## src/u712Pkg.sv

```systemverilog
// Bus glue typedefs, transfer size and space encodings, cycle state enums
package u712Pkg;

    // CPU byte address on the local bus
    typedef logic [20:0] cpuAddrT;

    // Multiplexed chip RAM row or column
    typedef logic [9:0] ramAddrT;

    // Active-low byte enables, bit 3 is the upper-upper lane
    typedef logic [3:0] laneT;

    // 68040 SIZ[1:0]
    typedef logic [1:0] sizeT;

    // Line burst beat number
    typedef logic [1:0] beatT;

    ////////////////////////////////////////////////////////////////////////////
    // Encodings
    ////////////////////////////////////////////////////////////////////////////

    localparam sizeT sizeLong = 2'b00;
    localparam sizeT sizeByte = 2'b01;
    localparam sizeT sizeWord = 2'b10;
    localparam sizeT sizeLine = 2'b11;

    // Address bit that selects chipset register space
    localparam int regSpaceBit = 20;

    // TT value of a normal access
    localparam logic [1:0] ttNormalAccess = 2'b00;

    ////////////////////////////////////////////////////////////////////////////
    // Cycle states
    ////////////////////////////////////////////////////////////////////////////

    typedef enum logic [1:0] {regIdle, regStrobe, regWait, regEnd} regStateT;

    typedef enum logic [1:0] {ramIdle, ramRow, ramCas, ramPrecharge} ramStateT;

    // nRas to nCas in clocks
    localparam int rasToCasDefault = 1;

endpackage

```

## src/cycleDecode.sv

```systemverilog
// Transfer capture on TS, space and line decode, byte enables and start pulses
`timescale 1ns/10ps

module cycleDecode (
    input  logic             nTS,
    input  logic             TS_RST,
    input  logic             ts,
    input  u712Pkg::cpuAddrT addr,
    input  u712Pkg::sizeT    siz,
    input  logic             rnW,
    input  logic             lastAck,
    output logic             regStart,
    output logic             ramStart,
    output logic             tbiStart,
    output logic             busy,
    output u712Pkg::cpuAddrT reqAddr,
    output logic             reqRnW,
    output logic             reqBurst,
    output u712Pkg::laneT    lanes
);
    import u712Pkg::*;

    sizeT reqSiz;
    logic capture;
    logic pending;
    logic regSpace;

    // New transfer only when idle
    assign capture = ts & ~busy;
    assign regSpace = reqAddr[regSpaceBit];

    // Busy and start pulses
    always_ff @(posedge nTS or posedge TS_RST) begin
        if (TS_RST) begin
            busy <= 1'b0;
            pending <= 1'b0;
            regStart <= 1'b0;
            ramStart <= 1'b0;
            tbiStart <= 1'b0;
        end else begin
            pending <= capture;
            // One pulse, one cycle after capture
            regStart <= pending & regSpace & ~reqBurst;
            ramStart <= pending & ~regSpace;
            tbiStart <= pending & regSpace & reqBurst;
            if (capture) begin
                busy <= 1'b1;
            end else if (lastAck) begin
                busy <= 1'b0;
            end
        end
    end

    // Request held for the whole transfer
    always_ff @(posedge nTS or posedge TS_RST) begin
        if (TS_RST) begin
            reqAddr <= '0;
            reqSiz <= sizeLong;
            reqRnW <= 1'b1;
            reqBurst <= 1'b0;
        end else if (capture) begin
            reqAddr <= addr;
            reqSiz <= siz;
            reqRnW <= rnW;
            reqBurst <= (siz == sizeLine);
        end
    end

    // Byte enables from size and A[1:0]
    always_comb begin
        if (!busy) begin
            lanes = 4'b1111;
        end else begin
            case (reqSiz)
                // Offset 0 is the upper-upper lane
                sizeByte: lanes = ~(laneT'(4'b1000) >> reqAddr[1:0]);
                sizeWord: lanes = reqAddr[1] ? 4'b1100 : 4'b0011;
                // Long and line
                default:  lanes = 4'b0000;
            endcase
        end
    end

endmodule

```

## src/ramCycle.sv

```systemverilog
// Chip RAM cycle with row and column multiplexing and four-beat line bursts
`timescale 1ns/10ps

module ramCycle #(
    parameter int rasToCas = u712Pkg::rasToCasDefault
) (
    input  logic             nTS,
    input  logic             TS_RST,
    input  logic             ramStart,
    input  u712Pkg::cpuAddrT reqAddr,
    input  logic             rnW,
    input  logic             burst,
    output logic             nRas,
    output logic             nCas,
    output logic             nWe,
    output u712Pkg::ramAddrT cma,
    output logic             ramBeat
);
    import u712Pkg::*;

    ramStateT state;
    beatT beat;
    logic [1:0] rasDly;
    ramAddrT rowAddr;
    ramAddrT colAddr;
    logic lastBeat;

    // Row is the upper word address, column the lower
    assign rowAddr = reqAddr[20:11];
    // Low column bits wrap inside the line
    assign colAddr = {reqAddr[10:3], beatT'(reqAddr[2:1] + beat)};
    assign lastBeat = ~burst | (beat == 2'd3);

    ////////////////////////////////////////////////////////////////////////////
    // RAM cycle FSM
    ////////////////////////////////////////////////////////////////////////////

    always_ff @(posedge nTS or posedge TS_RST) begin
        if (TS_RST) begin
            state <= ramIdle;
            beat <= 2'd0;
            rasDly <= 2'd0;
            nRas <= 1'b1;
            nCas <= 1'b1;
            nWe <= 1'b1;
            cma <= '0;
            ramBeat <= 1'b0;
        end else begin
            ramBeat <= 1'b0;
            case (state)
                ramIdle: begin
                    if (ramStart) begin
                        nRas <= 1'b0;
                        cma <= rowAddr;
                        beat <= 2'd0;
                        rasDly <= 2'(rasToCas - 1);
                        state <= ramRow;
                    end
                end
                ramRow: begin
                    // RAS to CAS delay
                    if (rasDly == 2'd0) begin
                        nCas <= 1'b0;
                        nWe <= rnW;
                        cma <= colAddr;
                        state <= ramCas;
                    end else begin
                        rasDly <= rasDly - 2'd1;
                    end
                end
                ramCas: begin
                    if (!nCas) begin
                        // CAS high half, flag the beat
                        nCas <= 1'b1;
                        ramBeat <= 1'b1;
                        if (lastBeat) begin
                            nRas <= 1'b1;
                            nWe <= 1'b1;
                            state <= ramPrecharge;
                        end else begin
                            beat <= beat + 2'd1;
                        end
                    end else begin
                        // Next column of the burst
                        nCas <= 1'b0;
                        cma <= colAddr;
                    end
                end
                ramPrecharge: begin
                    state <= ramIdle;
                end
            endcase
        end
    end

endmodule

```

## src/regCycle.sv

```systemverilog
// 68000-style chipset register cycle on nAs, nUds and nLds with nDtack wait
`timescale 1ns/10ps

module regCycle (
    input  logic          nTS,
    input  logic          TS_RST,
    input  logic          regStart,
    input  u712Pkg::laneT lanes,
    input  logic          rnW,
    input  logic          nDtack,
    output logic          nAs,
    output logic          nUds,
    output logic          nLds,
    output logic          regDone
);
    import u712Pkg::*;

    regStateT state;
    logic upperOn;
    logic lowerOn;

    // Either lane of a half enables its data strobe
    assign upperOn = ~(lanes[3] & lanes[2]);
    assign lowerOn = ~(lanes[1] & lanes[0]);

    ////////////////////////////////////////////////////////////////////////////
    // Register cycle FSM
    ////////////////////////////////////////////////////////////////////////////

    always_ff @(posedge nTS or posedge TS_RST) begin
        if (TS_RST) begin
            state <= regIdle;
            nAs <= 1'b1;
            nUds <= 1'b1;
            nLds <= 1'b1;
            regDone <= 1'b0;
        end else begin
            regDone <= 1'b0;
            case (state)
                regIdle: begin
                    if (regStart) begin
                        // Address and data strobes together
                        nAs <= 1'b0;
                        nUds <= ~upperOn;
                        nLds <= ~lowerOn;
                        // Writes get one extra state for data setup
                        state <= rnW ? regWait : regStrobe;
                    end
                end
                regStrobe: begin
                    state <= regWait;
                end
                regWait: begin
                    // Held here for as long as the chipset stalls
                    if (!nDtack) begin
                        state <= regEnd;
                    end
                end
                regEnd: begin
                    nAs <= 1'b1;
                    nUds <= 1'b1;
                    nLds <= 1'b1;
                    regDone <= 1'b1;
                    state <= regIdle;
                end
            endcase
        end
    end

endmodule

```

## src/transferAck.sv

```systemverilog
// 68040 transfer acknowledge and burst inhibit with last acknowledge flag
`timescale 1ns/10ps

module transferAck (
    input  logic nTS,
    input  logic TS_RST,
    input  logic regDone,
    input  logic ramBeat,
    input  logic tbiStart,
    input  logic burst,
    output logic nTa,
    output logic nTbi,
    output logic lastAck
);
    import u712Pkg::*;

    beatT beatCount;
    logic finalBeat;

    // Single beat, or fourth beat of a line
    assign finalBeat = ramBeat & (~burst | (beatCount == 2'd3));

    ////////////////////////////////////////////////////////////////////////////
    // Acknowledge registers
    ////////////////////////////////////////////////////////////////////////////

    always_ff @(posedge nTS or posedge TS_RST) begin
        if (TS_RST) begin
            nTa <= 1'b1;
            nTbi <= 1'b1;
            lastAck <= 1'b0;
            beatCount <= 2'd0;
        end else begin
            // One nTa per completion pulse
            nTa <= ~(regDone | ramBeat | tbiStart);
            // Line to register space, TA and TBI together
            nTbi <= ~tbiStart;
            lastAck <= regDone | tbiStart | finalBeat;
            // Burst beat count
            if (finalBeat) begin
                beatCount <= 2'd0;
            end else if (ramBeat && burst) begin
                beatCount <= beatCount + 2'd1;
            end
        end
    end

endmodule

```

## src/u712Top.sv

```systemverilog
// Bus glue top level with decode, register and RAM cycles and acknowledge
`timescale 1ns/10ps

module u712Top #(
    parameter int rasToCas = u712Pkg::rasToCasDefault
) (
    input  logic             nTS,
    input  logic             TS_RST,
    input  logic             ts,
    input  u712Pkg::cpuAddrT addr,
    input  u712Pkg::sizeT    siz,
    input  logic             rnW,
    input  logic [1:0]       tt,
    input  logic             nDtack,
    output logic             nTa,
    output logic             nTbi,
    output logic             nAs,
    output logic             nUds,
    output logic             nLds,
    output logic             nUube,
    output logic             nUmbe,
    output logic             nLmbe,
    output logic             nLlbe,
    output logic             nRas,
    output logic             nCas,
    output logic             nWe,
    output u712Pkg::ramAddrT cma
);
    import u712Pkg::*;

    cpuAddrT reqAddr;
    laneT lanes;
    logic regStart;
    logic ramStart;
    logic tbiStart;
    logic reqRnW;
    logic reqBurst;
    logic lastAck;
    logic regDone;
    logic ramBeat;
    logic ttNormal;
    logic ramGo;
    logic ackBeat;
    logic ackBurst;

    ////////////////////////////////////////////////////////////////////////////
    // TT gating
    ////////////////////////////////////////////////////////////////////////////

    assign ttNormal = (tt == ttNormalAccess);
    assign ramGo = ramStart & ttNormal;
    // Other TT values get one ack with no RAM strobes
    assign ackBeat = ramBeat | (ramStart & ~ttNormal);
    assign ackBurst = reqBurst & ttNormal;

    assign nUube = lanes[3];
    assign nUmbe = lanes[2];
    assign nLmbe = lanes[1];
    assign nLlbe = lanes[0];

    // Decode
    cycleDecode uDecode (
        .nTS      (nTS),
        .TS_RST   (TS_RST),
        .ts       (ts),
        .addr     (addr),
        .siz      (siz),
        .rnW      (rnW),
        .lastAck  (lastAck),
        .regStart (regStart),
        .ramStart (ramStart),
        .tbiStart (tbiStart),
        .busy     (),
        .reqAddr  (reqAddr),
        .reqRnW   (reqRnW),
        .reqBurst (reqBurst),
        .lanes    (lanes)
    );

    // Chipset register cycle
    regCycle uRegCycle (
        .nTS      (nTS),
        .TS_RST   (TS_RST),
        .regStart (regStart),
        .lanes    (lanes),
        .rnW      (reqRnW),
        .nDtack   (nDtack),
        .nAs      (nAs),
        .nUds     (nUds),
        .nLds     (nLds),
        .regDone  (regDone)
    );

    // Chip RAM cycle
    ramCycle #(
        .rasToCas (rasToCas)
    ) uRamCycle (
        .nTS      (nTS),
        .TS_RST   (TS_RST),
        .ramStart (ramGo),
        .reqAddr  (reqAddr),
        .rnW      (reqRnW),
        .burst    (reqBurst),
        .nRas     (nRas),
        .nCas     (nCas),
        .nWe      (nWe),
        .cma      (cma),
        .ramBeat  (ramBeat)
    );

    // Result
    transferAck uTransferAck (
        .nTS      (nTS),
        .TS_RST   (TS_RST),
        .regDone  (regDone),
        .ramBeat  (ackBeat),
        .tbiStart (tbiStart),
        .burst    (ackBurst),
        .nTa      (nTa),
        .nTbi     (nTbi),
        .lastAck  (lastAck)
    );

endmodule
```

## config.mk

```make
export PLATFORM = sky130hd
export DESIGN_NAME = u712Top
export DESIGN_NICKNAME = d
export VERILOG_FILES = /design/src/u712Pkg.sv /design/src/cycleDecode.sv /design/src/ramCycle.sv /design/src/regCycle.sv /design/src/transferAck.sv /design/src/u712Top.sv
export SDC_FILE = /design/constraint.sdc
export NUM_CORES = 1
export LEC_CHECK = 0
export BUFFER_PORTS_ARGS = -buffer_cell sky130_fd_sc_hd__buf_2
export CORE_UTILIZATION = 60
export CTS_CLUSTER_DIAMETER = 30
export CTS_CLUSTER_SIZE = 25
export DETAILED_ROUTE_END_ITERATION = 10
export GPL_TIMING_DRIVEN = 1
export PLACE_DENSITY_LB_ADDON = 0.08
export SYNTH_ARGS = -nofsm -noshare
export SYNTH_HDL_FRONTEND = slang
export SYNTH_HIERARCHICAL = 1
export SYNTH_SLANG_ARGS = --single-unit
```

## constraint.sdc

```tcl
create_clock -name nTS -period 3 [get_ports nTS]
set_clock_uncertainty 0.2 [all_clocks]
set_input_delay 0.6 -clock nTS [delete_from_list [all_inputs] [get_ports nTS]]
set_output_delay 0.6 -clock nTS [all_outputs]
set_load 0.02 [all_outputs]
```

==> results.toml, run 1 <==
[global_routing]
grt.busiest_layer = "met2"
grtUsageMet3_pct = 5.52
use_met2_pct = 34.0
grt_max_degree = 31
first_global_vias = 1892
grt_usage_pct = 22.1
antenna_found_initial = 0
use_met1_pct = 28.8
grt_first_pass_wirelength_um = 8630
overflow = 0

[power]
p_per_area_nw_per_um2 = 1220
power.leakage_nw = 1.68
peakVddDrop_mv = 0.693

[setup_path]
cp_cell_sequence = "inv_1 > ha_1 > and2_2 > a31oi_1 > buf_2"
cp.arrival_ns = 1.61
required_ns = 2.20
critPathMaxStageDelay_ns = 0.38
critPathSlowestCell = "dfrtp_1"
startpoint_type = "register"
r2r_start = "uRamCycle/state[1]"
crit_start = "uDecode/reqSiz[0]"
path_max_fanout = 4
critical_path_class = "reg -> out"
critPathBufInv = 2
cp_top_family = "flip-flops"
cp-end-kind = "primary output"

[routing]
via_per_inst = 5.18
first_pass_iters = 7
wire_per_inst_um = 13.8
ant_nets = 0
drt_iter0_drc = 85
drt-total-wl_um = 5270
drc = 0
vias = 1975

[cts]
path_clk_slew_ns = 0.06
clock_latency_ns = 0.33
cts_sinks = 61
ctsHtreeMaxLevel = 3
cts_buffers = 9
max-clock-path-buffers = 2
cts_tree = "built"
clock_tree.root_cell = "clkbuf_8"
ctsResizeCount = 0

[synthesis]
synth_top_area_share_pct = 42.9
yosys_warnings = 6
syn_area_per_cell_sq_um = 12.1
yosysTopAreaCell = "dfrtp_1"
synth_edf_count = 0
async_reset_ff_share_pct = 100
yosysMostFrequentCell = "dfrtp_1"
synth-seq-area-share_pct = 50.7
synthTopCellsByArea = "dfrtp_1 43%, mux2_4 8.9%, dfstp_2 7.8%"
syn_inst = 250
synth_top_cells_by_count = "52 x dfrtp_1, 18 x mux2_4, 16 x inv_1"
synth_flop_cell = "dfrtp_1"
ys_seq_elements = 61
syn_area_sq_um = 3030
synth.distinct_cells = 43
syn_nets = 295

[run_status]
outcome = "completed"

[timing]
slew_headroom_pct = 49.8
fin_setup_tns_ns = 0
rsz0062_at_grt = "no"
setup_viol = 0
post-route-period-util_pct = 80.4
fmax_mhz = 415
hold_viol = 0
slew_violations = 0
min_period_ns = 2.41
worstMarginPinSlew_ns = 0.752

[place]
gp_congestion = 0.802
port-buffer-count = 51
dp_hpwl_um = 3710
dpl-instance-area_sq_um = 3320

[die]
die_area_sq_um = 5340
die_w_um = 73.1
rows = 25
ios = 52
die_y_um = 73.1
start_util_pct = 63.3
core-area_sq_um = 4790

[finish]
ff_latch_area_sq_um = 1540
area.growth.synth_to_final_pct = 16.0
multi_input_area_sq_um = 1350
drive_above_1_share_pct = 38.5
fillCellCount = 357
fin_nets = 354
n_antenna_cell = 0
post-route-cell-area_sq_um = 3510

[min_path]
hold_start = "uRegCycle/regDone"
hp-class = "reg -> reg"

[job]
drv_cap = 0
[power breakdown]
group / total [mW] / leakage, nW / switching (mW) / internal (mW)
clock network: 0.658 / 0.0937 / 0.290 / 0.367
logic: 2.10 / 0.861 / 1.13 / 0.971
registers: 1.52 / 0.723 / 0.272 / 1.24
[metal layers]
metal / up-vias / wire length, um
met5: - / 0
met3: 10 / 219
met1: 946 / 2460
met4: 0 / 87
met2: 40 / 2500
li1: 979 / -
[flip-flops by register name (all words and copies together) (netlist names), 2 cells and up]
signal,flops
uRegCycle/state,2
uRamCycle/beat,2
uRamCycle/cma,10
uDecode/reqSiz,2
uDecode/reqAddr,21
uTransferAck/beatCount,2
uRamCycle/rasDly,2
uRamCycle/state,2
[timing repair]
item                      in CTS  in global routing
buffers inserted               0                  0
hold endpoints to repair       3                  0
hold buffers                   1                  0
[through the flow]
step | worst slack [ns] | utilization [%] | hold WS, ns | std cells | power, mW
floorplan | 0.949 | - | 0.169 | 250 | 3.18
global placement | 0.685 | 69.4 | 0.187 | 364 | 3.55
detailed placement | 0.664 | 69.4 | 0.194 | 364 | 3.61
CTS | 0.580 | 73.4 | 0.202 | 381 | 4.30
global route | 0.491 | 73.4 | 0.224 | 381 | 4.57
finish | 0.589 | 73.4 | 0.206 | 381 | 4.27
[cell usage in the layout, fill, tap and decap left out, drive strengths merged, types with 10 or more instances in the layout]
| master | instances |
|---|---|
| buf | 55 |
| mux2 | 26 |
| a21oi | 22 |
| nor2 | 16 |
| ha | 15 |
| dfrtp | 52 |
| nand2 | 15 |
| o21ai | 10 |
| mux2i | 12 |
| clkbuf | 15 |
| inv | 17 |
[path summary, 6_finish.rpt]
| check | end | slack (ns) | cells after the start |
|---|---|---|---|
| worst max-delay path | nUmbe | 0.59 | 5 |
| worst min-delay path | uTransferAck/nTa | 0.21 | 1 |
| worst max register to register | uRamCycle/cma[2] | 0.86 | 7 |
| worst min register to register | uTransferAck/nTa | 0.21 | 1 |
| max in group asynchronous | uRamCycle/cma[6] | 1.35 | 3 |
| min in group asynchronous | uTransferAck/beatCount[0] | 0.54 | 3 |
[final cells by class]
type	count	share of cell area, %
Tap cell	67	2.39
Sequential cell	61	43.8
Multi-Input combinational cell	164	38.5
Inverter	17	1.82
Clock buffer	15	5.02
Timing Repair Buffer	56	8.40
Clock inverter	1	0.142
[cell families (layout without fill, tap and decap cells)]
group	count (synthesis)	count (layout)	synth area share, %
AOI/OAI and AO/OA	51	51	11.8
xor gates and xnor gates	3	3	0.867
DFF	61	61	50.7
adders and majority gates	15	15	6.19
buffers and inverters	25	89	4.79
and+or+nand+nor	57	57	9.74
muxes	38	38	15.9
No activity file was read; power rests on OpenSTA's default activity.
==> run 2, diff against run 1 <==
--- a/config.mk
+++ b/config.mk
@@ -6,7 +6,7 @@
 export NUM_CORES = 1
 export LEC_CHECK = 0
 export BUFFER_PORTS_ARGS = -buffer_cell sky130_fd_sc_hd__buf_2
-export CORE_UTILIZATION = 60
+export CORE_UTILIZATION = 50
 export CTS_CLUSTER_DIAMETER = 30
 export CTS_CLUSTER_SIZE = 25
 export DETAILED_ROUTE_END_ITERATION = 10
==> constraint.sdc (replaced) <==
create_clock -name nTS -period 2.2 [get_ports nTS]
set_clock_uncertainty 0.2 [all_clocks]
set_input_delay 0.44 -clock nTS [delete_from_list [all_inputs] [get_ports nTS]]
set_output_delay 0.44 -clock nTS [all_outputs]
set_load 0.02 [all_outputs]
==> run 2 against run 1 <==
  * Critical endpoint is now nLmbe
  * Total power grew 49%
  * Global-route usage shrank 2.4 points
  * Routed wire length grew 3.5%
  * Highest routed layer unchanged
  * First-iteration DRC count shrank 28%
  * Final area grew 4.9%
  * Critical path type unchanged
  * Via count shrank 0.30%
==> results.toml, run 2 (synthesized netlist as in run 1, its figures left out) <==
[power]
power_frac_seq_pct = 32.7
peakVddDrop_mv = 0.852
p_comb_share_pct = 49.6
power.leakage_nw = 1.74
p_int_mw = 3.94
p_switching_mw = 2.42
sw_frac_of_total_pct = 38.1
clock_power_share_pct = 17.7
p_per_area_nw_per_um2 = 1730

[routing]
via_per_inst = 5.05
first_pass_iters = 4
drt_iter0_drc = 61
vias = 1969
wire_per_inst_um = 14.0
drt-total-wl_um = 5450
drc = 0
ant_nets = 0

[min_path]
hp-class = "in -> reg"
hold_start = "addr[12]"
whs_path_depth = 2
hold_end = "uDecode/reqAddr[12]"

[die]
core-area_sq_um = 5680
die_w_um = 79.9
die_y_um = 79.9
rows = 27
die_area_sq_um = 6380
start_util_pct = 53.4
ios = 52

[place]
gp_congestion = 0.824
dpl-instance-area_sq_um = 3380
dp_hpwl_um = 3790
port-buffer-count = 51

[setup_path]
reg2reg_setup_slack_ns = 0.19
startpoint_type = "register"
critical_path_class = "reg -> out"
cp-end-kind = "primary output"
r2r_cells = 7
worst_r2r_endpoint = "uRamCycle/cma[4]"
r2r_start = "uRamCycle/state[0]"
cp.arrival_ns = 1.54
path_max_fanout = 4
required_ns = 1.56

[timing]
hold_viol = 0
rsz0062_at_grt = "yes"
min_period_ns = 2.18
slew_headroom_pct = 60.4
setup_viol = 0
worstMarginPinSlew_ns = 0.595
fmax_mhz = 458
slew_violations = 0
post-route-period-util_pct = 99.3

[cts]
path_clk_slew_ns = 0.07
clock_tree.root_cell = "clkbuf_8"
clock_latency_ns = 0.34
ctsHtreeMaxLevel = 3
cts_tree = "built"
cts_buffers = 9
cts_sinks = 61
max-clock-path-buffers = 2

[run_status]
outcome = "completed"

[finish]
largest_reg_flops = 21
reg_top3 = "uDecode/reqAddr x21, uRamCycle/cma x10"
utilization_pct = 65.0
fin_nets = 358
drive_above_1_share_pct = 42.1
area.growth.synth_to_final_pct = 21.7
top_register = "uDecode/reqAddr"
final_cell_mix = "52 x dfrtp_1, 47 x buf_2, 18 x mux2_4"
n_antenna_cell = 0
post-route-cell-area_sq_um = 3690
final_common_cell = "dfrtp_1"

[global_routing]
grt_usage_pct = 19.6
grt_first_pass_wirelength_um = 9360
antenna_found_initial = 0
first_global_vias = 2044
grt_max_degree = 27
overflow = 0

[job]
drv_cap = 0
==> run 2: cell count changes in the layout (fill, tap and decap cells not counted), moves of 2 or more <==
cell,previous run,this run
a31oi_1,6,2
bufinv_16,0,2
clkbuf_1,3,1
a31oi_4,0,2
buf_2,51,47
buf_12,0,2
a31oi_2,0,2
buf_4,4,9
==> run 2: layer usage <==
metal  GRT usage [%]  up-vias  part of all wire [%]
met2            31.5       42                    47
met3            5.03       10                   4.4
met5               0        -                     0
met4            9.11        0                   2.0
met1            24.7      927                    47
li1                -      990                     -
==> run 2: timing repair <==
action | CTS | global route
hold endpoints to repair | 52 | 0
hold buffers | 1 | 0
pin swaps | 1 | 1
gates resized for setup | 6 | 10
setup buffers | 1 | 0
endpoints found under the setup margin | 4 | 4
==> run 2: stage by stage <==
step | setup WS, ns | setup TNS [ns] | hold WS (ns) | power, mW | instances
finish | 0.0159 | 0 | 0.133 | 6.36 | 390
global placement | 0.0948 | 0 | 0.178 | 4.95 | 372
floorplan | 0.274 | 0 | 0.0171 | 4.34 | 250
detailed placement | 0.0597 | 0 | 0.181 | 5.03 | 372
CTS | -0.00368 | -0.00368 | 0.118 | 6.27 | 390
global route | -0.0590 | -0.180 | 0.122 | 6.82 | 390
==> run 2: cell type report <==
| cell class | count | area (sq um) |
|---|---|---|
| inverters | 17 | 63.8 |
| multi-input cells | 164 | 1410 |
| well taps | 72 | 90.1 |
| fillers | 470 | 1990 |
| clock inverters | 4 | 70.1 |
| repair buffers | 60 | 364 |
| clock buffers | 12 | 155 |
| flip-flops and latches | 61 | 1540 |
==> run 2: worst max-delay path, stage by stage, from the launching register on <==
cell,delay (ns)
dfrtp_1,0.40
inv_1,0.07
ha_2,0.21
nand2_1,0.13
a31oi_2,0.23
buf_4,0.17
==> run 2: power by group through the flow <==
stage	logic, mW	clock network, mW	registers (mW)
after CTS	3.04	1.16	2.07
after detailed placement	2.95	0	2.08
final	3.16	1.13	2.08
after floorplan	2.17	0	2.17
after global routing	3.47	1.20	2.15
after global placement	2.88	0	2.07
==> run 2: worst max-delay path by stage <==
stage                           start                to  slack (ns)  cells past startpoint
finish              uDecode/reqSiz[1]             nLmbe        0.02                      5
global route        uDecode/reqSiz[1]             nLmbe       -0.06                      5
CTS                 uDecode/reqSiz[1]             nLlbe      -0.004                      4
detailed placement              tt[1]  uRamCycle/cma[4]        0.06                      7
global placement                tt[1]  uRamCycle/cma[7]        0.09                      7
floorplan           uDecode/reqSiz[0]    uRegCycle/nLds        0.27                      7
==> run 3, diff against run 2 <==
--- a/config.mk
+++ b/config.mk
@@ -6,6 +6,7 @@
 export NUM_CORES = 1
 export LEC_CHECK = 0
 export BUFFER_PORTS_ARGS = -buffer_cell sky130_fd_sc_hd__buf_2
+export CORE_MARGIN = 8
 export CORE_UTILIZATION = 50
 export CTS_CLUSTER_DIAMETER = 30
 export CTS_CLUSTER_SIZE = 25
==> run 3 against run 2 <==
  * Total power rose by 6.3%
  * Fmax about the same
  * Global-route usage is 5.4 points lower
  * Utilization is 0.45 points lower
  * Critical path type unchanged
==> results.toml, run 3 (synthesized netlist as in run 1, its figures left out) <==
[run_status]
outcome = "completed"

[routing]
via_per_inst = 5.05
drc = 0
ant_nets = 0
vias = 2009
drt-total-wl_um = 5890
first_pass_iters = 4
drt_iter0_drc = 83
wire_per_inst_um = 14.8

[setup_path]
crit_start = "uDecode/reqSiz[1]"
cp.arrival_ns = 1.54
reg2reg_setup_slack_ns = 0.10
required_ns = 1.56
r2r_cells = 11
cp-end-kind = "primary output"
critical_path_class = "reg -> out"
r2r_start = "uDecode/reqSiz[1]"
cp-endpoint = "nLmbe"
worst_r2r_endpoint = "uRegCycle/nLds"
startpoint_type = "register"
path_max_fanout = 4

[die]
die_w_um = 93.9
die_y_um = 93.9
core-area_sq_um = 5890
start_util_pct = 51.5
ios = 52
rows = 28
die_area_sq_um = 8810

[power]
p_comb_share_pct = 52.5
clock_power_share_pct = 16.4
peakVddDrop_mv = 0.714
power.leakage_nw = 1.76
sw_frac_of_total_pct = 39.0
p_int_mw = 4.12
p_per_area_nw_per_um2 = 1780
p_switching_mw = 2.64
power_mw = 6.76
power_frac_seq_pct = 31.1

[timing]
fmax_mhz = 458
rsz0062_at_grt = "yes"
slew_violations = 0
worstMarginPinSlew_ns = 0.602
setup_viol = 0
min_period_ns = 2.18
post-route-period-util_pct = 99.2
hold_viol = 0
slew_headroom_pct = 59.9

[cts]
cts_tree = "built"
cts_buffers = 9
ctsHtreeMaxLevel = 3
max-clock-path-buffers = 2
clock_tree.root_cell = "clkbuf_8"
clock_latency_ns = 0.34
cts_sinks = 61
path_clk_slew_ns = 0.08

[finish]
reg_top3 = "uDecode/reqAddr x21, uRamCycle/cma x10"
fin_nets = 363
drive_above_1_share_pct = 45.8
n_antenna_cell = 0
final_common_cell = "dfrtp_1"
multi_input_area_sq_um = 1470
ff_latch_area_sq_um = 1540
fillCellCount = 484
largest_reg_flops = 21
final_cell_mix = "50 x dfrtp_1, 47 x buf_2, 18 x mux2_4"
instances_no_fill = 398
area.growth.synth_to_final_pct = 25.3
top_register = "uDecode/reqAddr"

[global_routing]
grt_first_pass_wirelength_um = 9730
grt_usage_pct = 14.2
grt_max_degree = 31
antenna_found_initial = 0
overflow = 0
first_global_vias = 2056

[min_path]
hp-class = "in -> reg"

[job]
drv_cap = 0

[place]
dp_hpwl_um = 4080
place_inst = 375
port-buffer-count = 51
gp_congestion = 0.751
-- run 3: cell count changes in the layout (fill, tap and decap cells not counted), sizes merged --
| cell | previous run | this run |
|---|---|---|
| inv | 17 | 19 |
| clkinv | 2 | 1 |
| clkinvlp | 0 | 2 |
| clkbuf | 12 | 9 |
| buf | 59 | 64 |
-- run 3: stage by stage --
step | TNS [ns] | area (sq um) | hold WS, ns | setup WS, ns | utilization (%)
2_1_floorplan | 0 | 3030 | 0.0171 | 0.274 | -
3_3_place_gp | 0 | 3370 | 0.176 | 0.0694 | 57.2
3_5_place_dp | 0 | 3370 | 0.177 | 0.0657 | 57.2
4_1_cts | -0.00246 | 3670 | 0.112 | -0.00203 | 62.4
5_1_grt | -0.126 | 3800 | 0.118 | -0.0428 | 64.5
6_report | 0 | 3800 | 0.130 | 0.0166 | 64.5
-- run 3: worst min-delay path by stage --
| stage | startpoint | endpoint | slack [ns] | cells after the start |
|---|---|---|---|---|
| finish | addr[12] | uDecode/reqAddr[12] | 0.13 | 2 |
| global route | addr[4] | uDecode/reqAddr[4] | 0.12 | 2 |
| CTS | addr[12] | uDecode/reqAddr[12] | 0.11 | 2 |
| detailed placement | TS_RST | uTransferAck/lastAck | 0.18 | 2 |
| global placement | TS_RST | uTransferAck/beatCount[0] | 0.18 | 2 |
| floorplan | TS_RST | uTransferAck/beatCount[0] | 0.02 | 1 |
-- run 3: area by class of cell --
type	instances	area share [%]
Multi-Input combinational cell	164	38.8
Clock buffer	9	3.26
Sequential cell	61	40.6
Inverter	17	1.68
Tap cell	75	2.47
Timing Repair Buffer	65	10.6
Clock inverter	7	2.57
-- run 3: what timing repair did --
item                                    in CTS  in global routing
gates resized for setup                      9                 25
endpoints found under the setup margin       4                  5
hold buffers                                 1                  0
endpoints found under the hold margin       23                  0
pin swaps                                    2                  6
buffers inserted                             6                  1
-- run 3: routing by layer --
layer	global-route usage, %	vias up	share of wire (%)
met1	17.6	953	45
met4	7.53	0	1.8
met2	21.7	43	48
met5	0	-	0
li1	-	1004	-
met3	4.48	9	5.3
-- run 3: power by group through the flow --
stage / clock network [mW] / registers [mW] / logic (mW)
4_1_cts: 1.14 / 2.07 / 3.21
3_3_place_gp: 0 / 2.08 / 2.89
3_5_place_dp: 0 / 2.08 / 2.93
6_report: 1.11 / 2.11 / 3.55
2_1_floorplan: 0 / 2.17 / 2.17
5_1_grt: 1.19 / 2.19 / 3.84
-- run 3: critical path, stage by stage, from the launching register on --
cell and delay, ns:
dfrtp_1 0.43, inv_2 0.09, ha_4 0.19, nand2_2 0.12
a31oi_4 0.23, buf_6 0.15
